===== config.mk =====
export PLATFORM = sky130hd
export DESIGN_NAME = duty_combiner
export DESIGN_NICKNAME = d
export VERILOG_FILES = /design/src/rtl/duty_combiner.sv
export SDC_FILE = /design/constraint.sdc
export NUM_CORES = 1
export LEC_CHECK = 0
export BUFFER_PORTS_ARGS = -buffer_cell sky130_fd_sc_hd__clkbuf_2
export CORE_MARGIN = 4
export CORE_UTILIZATION = 49
export DETAILED_ROUTE_END_ITERATION = 7
export GPL_ROUTABILITY_DRIVEN = 0
export PLACE_DENSITY = 0.77
export SYNTH_ARGS = -nofsm -noshare
export SYNTH_HDL_FRONTEND = slang
export SYNTH_SLANG_ARGS = --single-unit

===== constraint.sdc =====
create_clock -name CPU_CKIO -period 4.4 [get_ports CPU_CKIO]
set_clock_uncertainty 0.1 [all_clocks]
set_input_delay 0.66 -clock CPU_CKIO [delete_from_list [all_inputs] [get_ports CPU_CKIO]]
set_output_delay 0.66 -clock CPU_CKIO [all_outputs]
set_load 0.05 [all_outputs]

===== src/rtl/duty_combiner.sv =====
// ====================
// Scales each scanned intensity by the current modulation sample and
// registers the duty, phase and index stream one cycle after scan_valid.
// ====================

`timescale 1ns/1ps

module duty_combiner (
  input  logic       CPU_CKIO,
  input  logic       rst,
  input  logic       scan_valid,
  input  logic [7:0] scan_idx,
  input  logic [7:0] intensity,
  input  logic [7:0] phase,
  input  logic [7:0] mod_value,
  output logic       out_valid,
  output logic [7:0] out_idx,
  output logic [7:0] out_duty,
  output logic [7:0] out_phase
);

  logic [15:0] product;

  assign product = intensity * mod_value;  // Full 8x8 product, upper byte is the duty

  always_ff @(posedge CPU_CKIO) begin
    if (rst) begin
      out_valid <= 1'b0;
    end else begin
      out_valid <= scan_valid;
    end
  end

  always_ff @(posedge CPU_CKIO) begin
    out_idx   <= scan_idx;
    out_duty  <= product[15:8];
    out_phase <= phase;
  end

endmodule


# Word-level counts from Yosys, hierarchy flattened
# Cells that the tools add are included.
# totals
in_bits,35
wordCells,5
reg_bits,25
output_inout_bits,25
# op_classes
n_mul,1
# op_table
cell,count
$mul 8x8->16,1

# Depth between registers and ports, before layout
# Gate-level depths: netlist (run 1).
# depth
ltp_word,1
mapped_depth,15
depth_no_buf,15

# Worst setup path after synthesis (run 1)
# Ideal clock, no wire load.
# synth_timing
kind,input -> register
startpoint,input mod_value[4]
endpoint,register out_duty[5]
stages,13
arrival_ns,4.216
required_time_ns,4.228
path_slack_ns,0.011
setup_time_ns,0.072
n_path_buf,0
cell_sequence,and2_1 -> fa_1 -> fa_1 -> inv_1 -> fa_1 -> inv_1 -> fa_1 -> ha_1 -> a21o_1 -> a21o_1 -> a221oi_4 -> mux2i_1 -> xnor2_1
# synth_via
elab_chain_len,1
# synth_lines
item,line,source
"start, declared",15,"input logic [7:0] mod_value,"
$mul 8x8->16,24,assign product = intensity * mod_value;
named net product[13],22,logic [15:0] product;
"end signal, assigned",36,out_duty <= product[15:8];
"end, declared",18,"output logic [7:0] out_duty,"
# The timed path passes the listed nets, and every way through them passes these cells.
# A chain may end at the register's enable or synchronous reset.

# Worst setup path in the final report (run 1)
# layout_timing
startpoint,input intensity[4]
endpoint,register out_duty[5]
# layout_via
elab_chain_len,1
# layout_lines
item,line,source
"start, declared",13,"input logic [7:0] intensity,"
$mul 8x8->16,24,
named net product[13],22,
# The timed path passes the listed nets, and every way through them passes these cells.

==> results of run 1 <==
[power groups by stage]
stage	combinational (mW)	sequential, mW	clock [mW]
2_1_floorplan	0.559	0.445	0
3_3_place_gp	1.02	0.291	0
3_5_place_dp	1.04	0.292	0
4_1_cts	1.05	0.286	0.131
5_1_grt	1.19	0.289	0.146
6_report	1.07	0.286	0.127
[synthesized netlist by cell type]
master | n | share of area (%)
a41oi_1 | 1 | 0.35
ha_1 | 33 | 17
mux2i_1 | 1 | 0.40
nand2_1 | 18 | 2.7
a211oi_1 | 2 | 0.60
nor3_1 | 4 | 0.80
nand4_2 | 1 | 0.50
and2_2 | 7 | 2.1
o211ai_1 | 1 | 0.30
o21bai_1 | 1 | 0.30
nor4b_1 | 1 | 0.35
o21a_1 | 2 | 0.60
nor2b_1 | 2 | 0.50
o21bai_4 | 1 | 0.75
a21oi_1 | 7 | 1.4
xor2_1 | 3 | 1.1
fa_1 | 35 | 28
a21o_1 | 3 | 0.90
nand3b_2 | 1 | 0.45
a221oi_4 | 1 | 1.1
inv_1 | 36 | 5.4
nor2_1 | 4 | 0.60
nand3_1 | 1 | 0.20
o21ai_0 | 5 | 1.0
o21ai_1 | 1 | 0.20
and2_1 | 42 | 11
dfxtp_1 | 25 | 20
a31oi_1 | 1 | 0.25
xnor2_1 | 4 | 1.4
and3_1 | 2 | 0.50
[layer usage]
layer  vias up  GRT usage [%]  share of wire (%)
met1       978           21.8                 41
met2        28           33.8                 56
met3         0           2.72                3.0
met5         -              0                  0
met4         0           1.37                  0
li1        980              -                  -
[cell families after synthesis]
family	share of synthesized area (%)
buf+inv	5.42
flops	20.1
compound gates	7.73
fa+ha+maj	44.7
xor+xnor	2.46
mux	0.401
simple gates	19.3
[final cells by class]
cell class	count	area [um2]
multi-input combinational	185	1880
fill	403	1630
timing repair buffer	92	543
sequential	25	500
inverter	36	135
tap	67	83.8
clock buffer	4	45.0
[per-stage QoR]
| step | setup WS [ns] | hold WS [ns] | utilization, % |
|---|---|---|---|
| CTS | 0.0165 | 0.390 | 65.7 |
| global route | 0.00363 | 0.374 | 66.3 |
| finish | 0.171 | 0.396 | 66.3 |
| global placement | -0.165 | 0.662 | 64.8 |
| floorplan | 0.0114 | 0.588 | - |
| detailed placement | -0.246 | 0.664 | 64.8 |
[sequential cells by signal, summed over array words and instances (netlist names)]
| name | cells |
|---|---|
| out_duty | 8 |
| out_idx | 8 |
| out_phase | 8 |
| out_valid | 1 |
[what timing repair did]
item / 4_1_cts / 5_1_grt
endpoints found under the setup margin: 0 / 5
hold endpoints to repair: 0 / 0
resized for setup: 0 / 5
hold buffers: 0 / 0
[worst min-delay path by stage]
stage / cells past startpoint / slack, ns / endpoint
floorplan: 0 / 0.59 / out_idx[0]$_DFF_P_
global placement: 1 / 0.66 / out_phase[1]$_DFF_P_
detailed placement: 1 / 0.66 / out_idx[3]$_DFF_P_
CTS: 1 / 0.39 / out_phase[3]$_DFF_P_
global route: 1 / 0.37 / out_phase[0]$_DFF_P_
finish: 1 / 0.40 / out_idx[1]$_DFF_P_
[cells in the final DEF (no fill, tap or decap), drive strengths merged]
cell type  Yosys  routed
nand3          1       1
nor2           4       4
xor2           3       3
a221oi         1       1
nor3           4       4
o21bai         2       2
a21oi          7       7
a41oi          1       1
a211oi         2       2
buf            0      33
o21a           2       2
nand3b         1       1
and2          49      49
dfxtp         25      25
mux2i          1       1
and3           2       2
clkbuf         0      63
fa            35      35
nand2         18      18
nand4          1       1
a21o           3       3
a31oi          1       1
inv           36      36
ha            33      33
xnor2          4       4
o211ai         1       1
nor4b          1       1
nor2b          2       2
o21ai          6       6
==> results summary, run 1 <==
The most numerous cell type found on the critical path is fa_1. In this run the cell area measured after placement is 3120 um2. Measured along the x axis, the die boundary spans 79.3 um. The synthesized design contains 25 register bits. After technology mapping, the gate count stands at 246. The run finished with clean final reports. The portion of total power attributed to the clock network came out at 8.5%. The timing endpoint of the critical path is out_duty[5]$_DFF_P_. The internal power of the cells is 0.805 mW. The number of antenna diodes came out at 0. Of the total power, the share spent switching nets is 45.8%.

The data required time at the worst endpoint is 4.49 ns. The clock slew at the register clock pins of the worst setup and hold paths is 0.08 ns. The overall routed net length came out at 5.27 mm. The final cycle utilization of the critical path came out at 96.1%. Synthesis produced a netlist with a net count of 349. The path class of the tightest hold or removal check is in -> reg.

The top-level port count is 60. Data arrives at the worst endpoint at 4.32 ns. The worst setup path is launched from a primary input. The power density over the cells is 465 nW/um2. The maximum cell stage delay along the critical path came out at 0.55 ns.

The final count of pins violating max slew came out at 0. From bottom edge to top edge, the die measures 79.3 um. The total net switching power is 0.679 mW. The combinational share of power came out at 72.2%.

Adding up every negative setup slack in the final design gives 0 ns. The via count is 1,986. Using the TritonRoute via totals, the vias-per-cell ratio works out to 4.86. Summing every instance area after synthesis gives 2490 um2. The buffer levels on the longest clock path is 2. The signal on the critical path passes through clkbuf_2 > and2_1 > fa_1 > fa_1 > fa_1 > inv_1 > fa_1 > inv_1 > ha_2 > inv_1 > nor2_1 > a221oi_4 > mux2i_1 > xnor2_1.

The transition time at the pin with the least slew margin came out at 0.376 ns. The first detailed-routing pass ran for 4 iterations. The count of cells in the finished layout, fillers not included, comes to 409. The highest net fanout along the worst path is 6. Sequential cells account for 19.2% of the total power. The average size of a mapped cell is 10.1 um2. The floorplan step defined a die boundary enclosing 6290 um2. The static leakage is 1.71 nW. The aggregate global-route resource usage is 17.8%. The critical path runs through a total of 14 cells. The via count of the first global-routing pass came to 2,073. On the critical path, the stage with the largest delay is an instance of fa_1. After floorplanning, the core was sized to cover 4820 um2. The final design area excluding fillers is 3190 um2. The number of instances in the placed design is 405. The number of antenna violations at the first check in global routing came to 0. The tree is rooted in a clkbuf_8. The worst-case vdd ir drop is 0.269 mV. The final hold violation count is 0.

The sequential element share of the synthesized area came out at 20.1%. The post-detailed-route DRC marker count is 0. The largest net degree at the start of global routing came out at 14. The first-pass GRT wire length is 8.96 mm. The number of placement rows came out at 25. The worst path needs 4.23 ns of the cycle, external delays included. Detailed placement finished with a half-perimeter wire length of 4.72 mm. The source of the worst hold timing path is scan_idx[1].

The sort of element at the end of the critical path is a flip-flop. The kind of cell with the highest combined delay along the critical path is adder cells. The total chip power came out at 1.48 mW. Setup repair after global routing left no endpoint under its margin. The number of endpoints failing setup at the final stage is 0. The depth of the CTS H-tree is 1.

Together, buffers and inverters on the worst path number 4. The area growth from synthesis to layout is 28.0%. The final-stage net count is 446. The wire length per cell after detailed routing is 12.9 um.

The initial core utilization is 51.8%. The CTS tree is done. In the final layout, the share of cells above drive strength 1 is 32.5%. The final antenna-violating net count is 0. Yosys mapped the design onto 30 distinct sky130hd cell types. The sum of overflow across all layers after global routing came out at 0. The category of the most critical setup path is in -> reg. The first routing iteration left 73 violations.

Across the run, the number of max-cap violations was 0. The number of clock buffers inserted by TritonCTS came out at 3. The clock sink count is 25. The total of buffers placed on input and output ports came out at 59. The buffer count from post-CTS setup fixing came out at 0. The critical path launch point is intensity[4].

In this run the tightest slew margin relative to its limit is 74.6%. The maximum clock frequency is 0.236 GHz. The number of warnings printed during yosys synthesis came out at 0.
Note: power is estimated with default switching activity, not from simulation.
==> run 2, diff against run 1 <==
==> config.mk (replaced) <==
export PLATFORM = sky130hd
export DESIGN_NAME = duty_combiner
export DESIGN_NICKNAME = d
export VERILOG_FILES = /design/src/rtl/duty_combiner.sv
export SDC_FILE = /design/constraint.sdc
export NUM_CORES = 1
export LEC_CHECK = 0
export ABC_AREA = 1
export CORE_MARGIN = 4
export CORE_UTILIZATION = 59
export DETAILED_ROUTE_END_ITERATION = 7
export DONT_BUFFER_PORTS = 1
export GPL_ROUTABILITY_DRIVEN = 0
export PLACE_DENSITY = 0.78
export SYNTH_ARGS = -nofsm -noshare
export SYNTH_HDL_FRONTEND = slang
export SYNTH_SLANG_ARGS = --single-unit
==> results summary, run 2 <==
Row generation in the floorplan step produced 24 rows. The transition time at the pin with the least slew margin came out at 0.514 ns. Buffers added to address setup during post-CTS repair amount to 0.

The area used by multi-input combinational logic came out at 1770 um2. The area growth from synthesis to layout is 2.45%. Clock tree synthesis selected as its root buffer the cell clkbuf_8. The setup TNS after final layout is 0 ns. On the worst path, the slowest cell contributes a delay of 0.58 ns. The area taken by flip-flops and latches came out at 500 um2. By instance count, the cell type seen most on the critical path is nand2_1. Setup violations remaining at the end of the flow were counted as 0. The floorplan step defined a core boundary enclosing 4410 um2. The floorplan step set the die height to 75.8 um. For this block, the routed nets add up to 5.14 mm of wire. Among all flip-flop cells after synthesis, the most frequent one is dfxtp_1. The via count of the first global-routing pass is 2,122. The largest registers in the layout are out_duty x8, out_idx x8, out_phase x8.

The first global-routing pass estimated 8.95 mm of wire. The kind of path behind the tightest hold check is in -> reg. The number of nets handed over by synthesis was 463.

The data required time at the worst endpoint came out at 4.46 ns. The maximum clock frequency is 0.249 GHz. Of the post-synthesis cell area, the dominant cell type holds 25.9%. The buffer levels on the longest clock path is 2. Summed over all layers, the global routing overflow is 0.

Counting instances in the post-synthesis netlist gives the leading cell types as inv_1 (104), nand2_1 (104), fa_1 (35). The mean number of vias per cell is 5.01. The floorplan step set the die width to 75.8 um.

The worst setup path is of the in -> reg kind. The final hold violation count is 0. Entering global routing, the biggest net connects 15 pins. The worst setup path is captured at a flip-flop.

On the critical path the largest part of the delay comes from adder cells. The number of resized instances in the post-cts repair step is 0. Max-cap violations in this run came to 0. The average instance in the mapped netlist occupies 7.52 um2. The sequential element share of the synthesized area is 18.5%. The cell count after synthesis came out at 360.

The aggregate global-route resource usage came out at 20.0%. Among all stages on the critical path, the largest delay is contributed by fa_1. The fraction of registers with async set/reset is 0%.

The clock slew at the register clock pins of the worst setup and hold paths came out at 0.08 ns. The area of the mapped netlist is 2710 um2. The number of antenna violations at the first check in global routing came out at 0.

The final critical delay including setup and external delays came out at 4.01 ns. Summed over all cells, the static leakage comes to 1.85 nW. In this run the power density over the cells is 463 nW/um2.

The fraction of final layout cells sized beyond drive strength 1 is 3.13%. The number of DRC markers after the initial detailed-route iteration is 112. In this run the worst setup path begins at mod_value[4]. The critical path goes through nand2_1 > inv_1 > fa_1 > fa_1 > fa_1 > inv_1 > fa_1 > inv_1 > ha_1 > nand2_1 > nand2_1 > a31oi_1 > nor2_1 > nor2_1 > nand2_1 > nand2_1 > nand2_1. Setup repair after global routing left no endpoint under its margin.

During synthesis, Yosys emitted a total of 0 warnings. In this run, synthesis inferred 0 flip-flops with an integrated enable. The run finished with clean final reports.

The register bit total from synthesis is 25. The number of antenna diodes in the final layout is 0. The met2 routing resource usage after global routing came out at 37.7%.

The total of buffers placed on input and output ports is 0. The die covers 5740 um2. The filler cell count in the final layout is 393. The buffers plus inverters on the worst setup path is 3. Synthesis instantiated 24 different standard cells from the library. The final count of pins violating max slew is 0. Global routing consumed, on the met1 layer, 24.7% of the routing resources. The post-detailed-route DRC marker count came out at 0. For this run, global-route usage on met3 was measured as 2.37%. The final antenna-violating net count is 0. Summing over every cut layer, the via total after detailed routing is 2,026.

The data arrival time of the critical path is 4.07 ns. The most congested layer reported by global routing is met2. The first-pass iteration count of the detailed router is 4. Counting buffers and inverters, the worst setup path is 17 cells deep.

In this run, post-CTS hold repair placed 0 buffers. In the layout the commonest cells are nand2_1 (104), inv_1 (104), fa_1 (35). By area the synthesized netlist is led by fa_1 (26%), dfxtp_1 (18%), ha_1 (15%), inv_1 (14%), nand2_1 (14%). The top-level port count is 60. The depth of the CTS H-tree came out at 1. The final critical path takes up 91.2% of the cycle.

The biggest area contributor in the post-synthesis netlist is fa_1. The final-stage net count came out at 456. The clock sink count came out at 25.

The initial core utilization is 61.4%. The number of clock buffers inserted by TritonCTS came out at 3. The wire length per cell after detailed routing is 12.7 um. The CTS tree is done. The worst setup path is launched from a primary input. The worst pin sits at a relative slew slack of 65.7%. The worst hold margin came out at 0.322 ns. Following the worst setup path forward leads to its endpoint at out_duty[7]$_DFF_P_. The worst-case vdd ir drop came out at 0.270 mV. The highest net fanout along the worst path is 8. Detailed placement finished with a half-perimeter wire length of 4.53 mm.
[run 2: changes by cell type after synthesis, sizes merged, moves of 2 or more]
| cell | before | now |
|---|---|---|
| clkbuf | 0 | 12 |
| and3 | 2 | 0 |
| o21ai | 6 | 3 |
| nand2 | 18 | 107 |
| nor2 | 4 | 12 |
| xnor2 | 4 | 1 |
| nor3 | 4 | 1 |
| nand3 | 1 | 12 |
| and2 | 49 | 0 |
| o21a | 2 | 0 |
| a21o | 3 | 1 |
| nor2b | 2 | 0 |
| a211oi | 2 | 0 |
| inv | 36 | 104 |
[run 2: logic make-up after synthesis]
kind of cell | synth area share (%)
AND/OR/NAND/NOR | 19.9
adder cells (fa/ha/maj) | 41.1
XOR/XNOR | 1.29
flip-flops | 18.5
AO/OA/AOI/OAI | 3.00
buffers and inverters | 16.2
[run 2: area by class of cell]
type                       count  area share [%]
inverter                     105            14.2
multi-input combinational    218            63.8
tap                           52            2.34
sequential                    25            18.0
clock inverter                 1           0.180
clock buffer                   3            1.49
[run 2: how the worst min path moves through the flow]
stage                      from                    to  slack [ns]  cells after the start
finish                 phase[1]  out_phase[1]$_DFF_P_        0.32                      0
global route           phase[5]  out_phase[5]$_DFF_P_        0.31                      0
CTS                    phase[4]  out_phase[4]$_DFF_P_        0.32                      0
global placement    scan_idx[2]    out_idx[2]$_DFF_P_        0.59                      0
floorplan           scan_idx[0]    out_idx[0]$_DFF_P_        0.59                      0
detailed placement  scan_idx[3]    out_idx[3]$_DFF_P_        0.59                      0
[run 2: per-layer routing]
metal	wire length, um	up-vias	share of wire (%)
met3	208	10	4.0
met2	2820	45	55
met5	0	-	0
met1	2020	955	39
met4	89	0	1.7
li1	-	1016	-
[run 2: metrics by stage]
stage	power, mW	cell area, um2	utilization (%)	std cells	setup WS [ns]
2_1_floorplan	1.03	2710	-	360	0.137
3_3_place_gp	1.14	2730	61.8	400	0.218
3_5_place_dp	1.17	2730	61.8	400	0.125
4_1_cts	1.30	2780	62.9	404	0.392
5_1_grt	1.44	2780	62.9	404	0.165
6_report	1.29	2780	62.9	404	0.387
[run 2: power breakdown]
group          total (mW)  switching (mW)  internal (mW)
clock               0.126          0.0631         0.0630
combinational       0.711           0.438          0.273
sequential          0.449           0.172          0.277
total                1.29           0.674          0.612
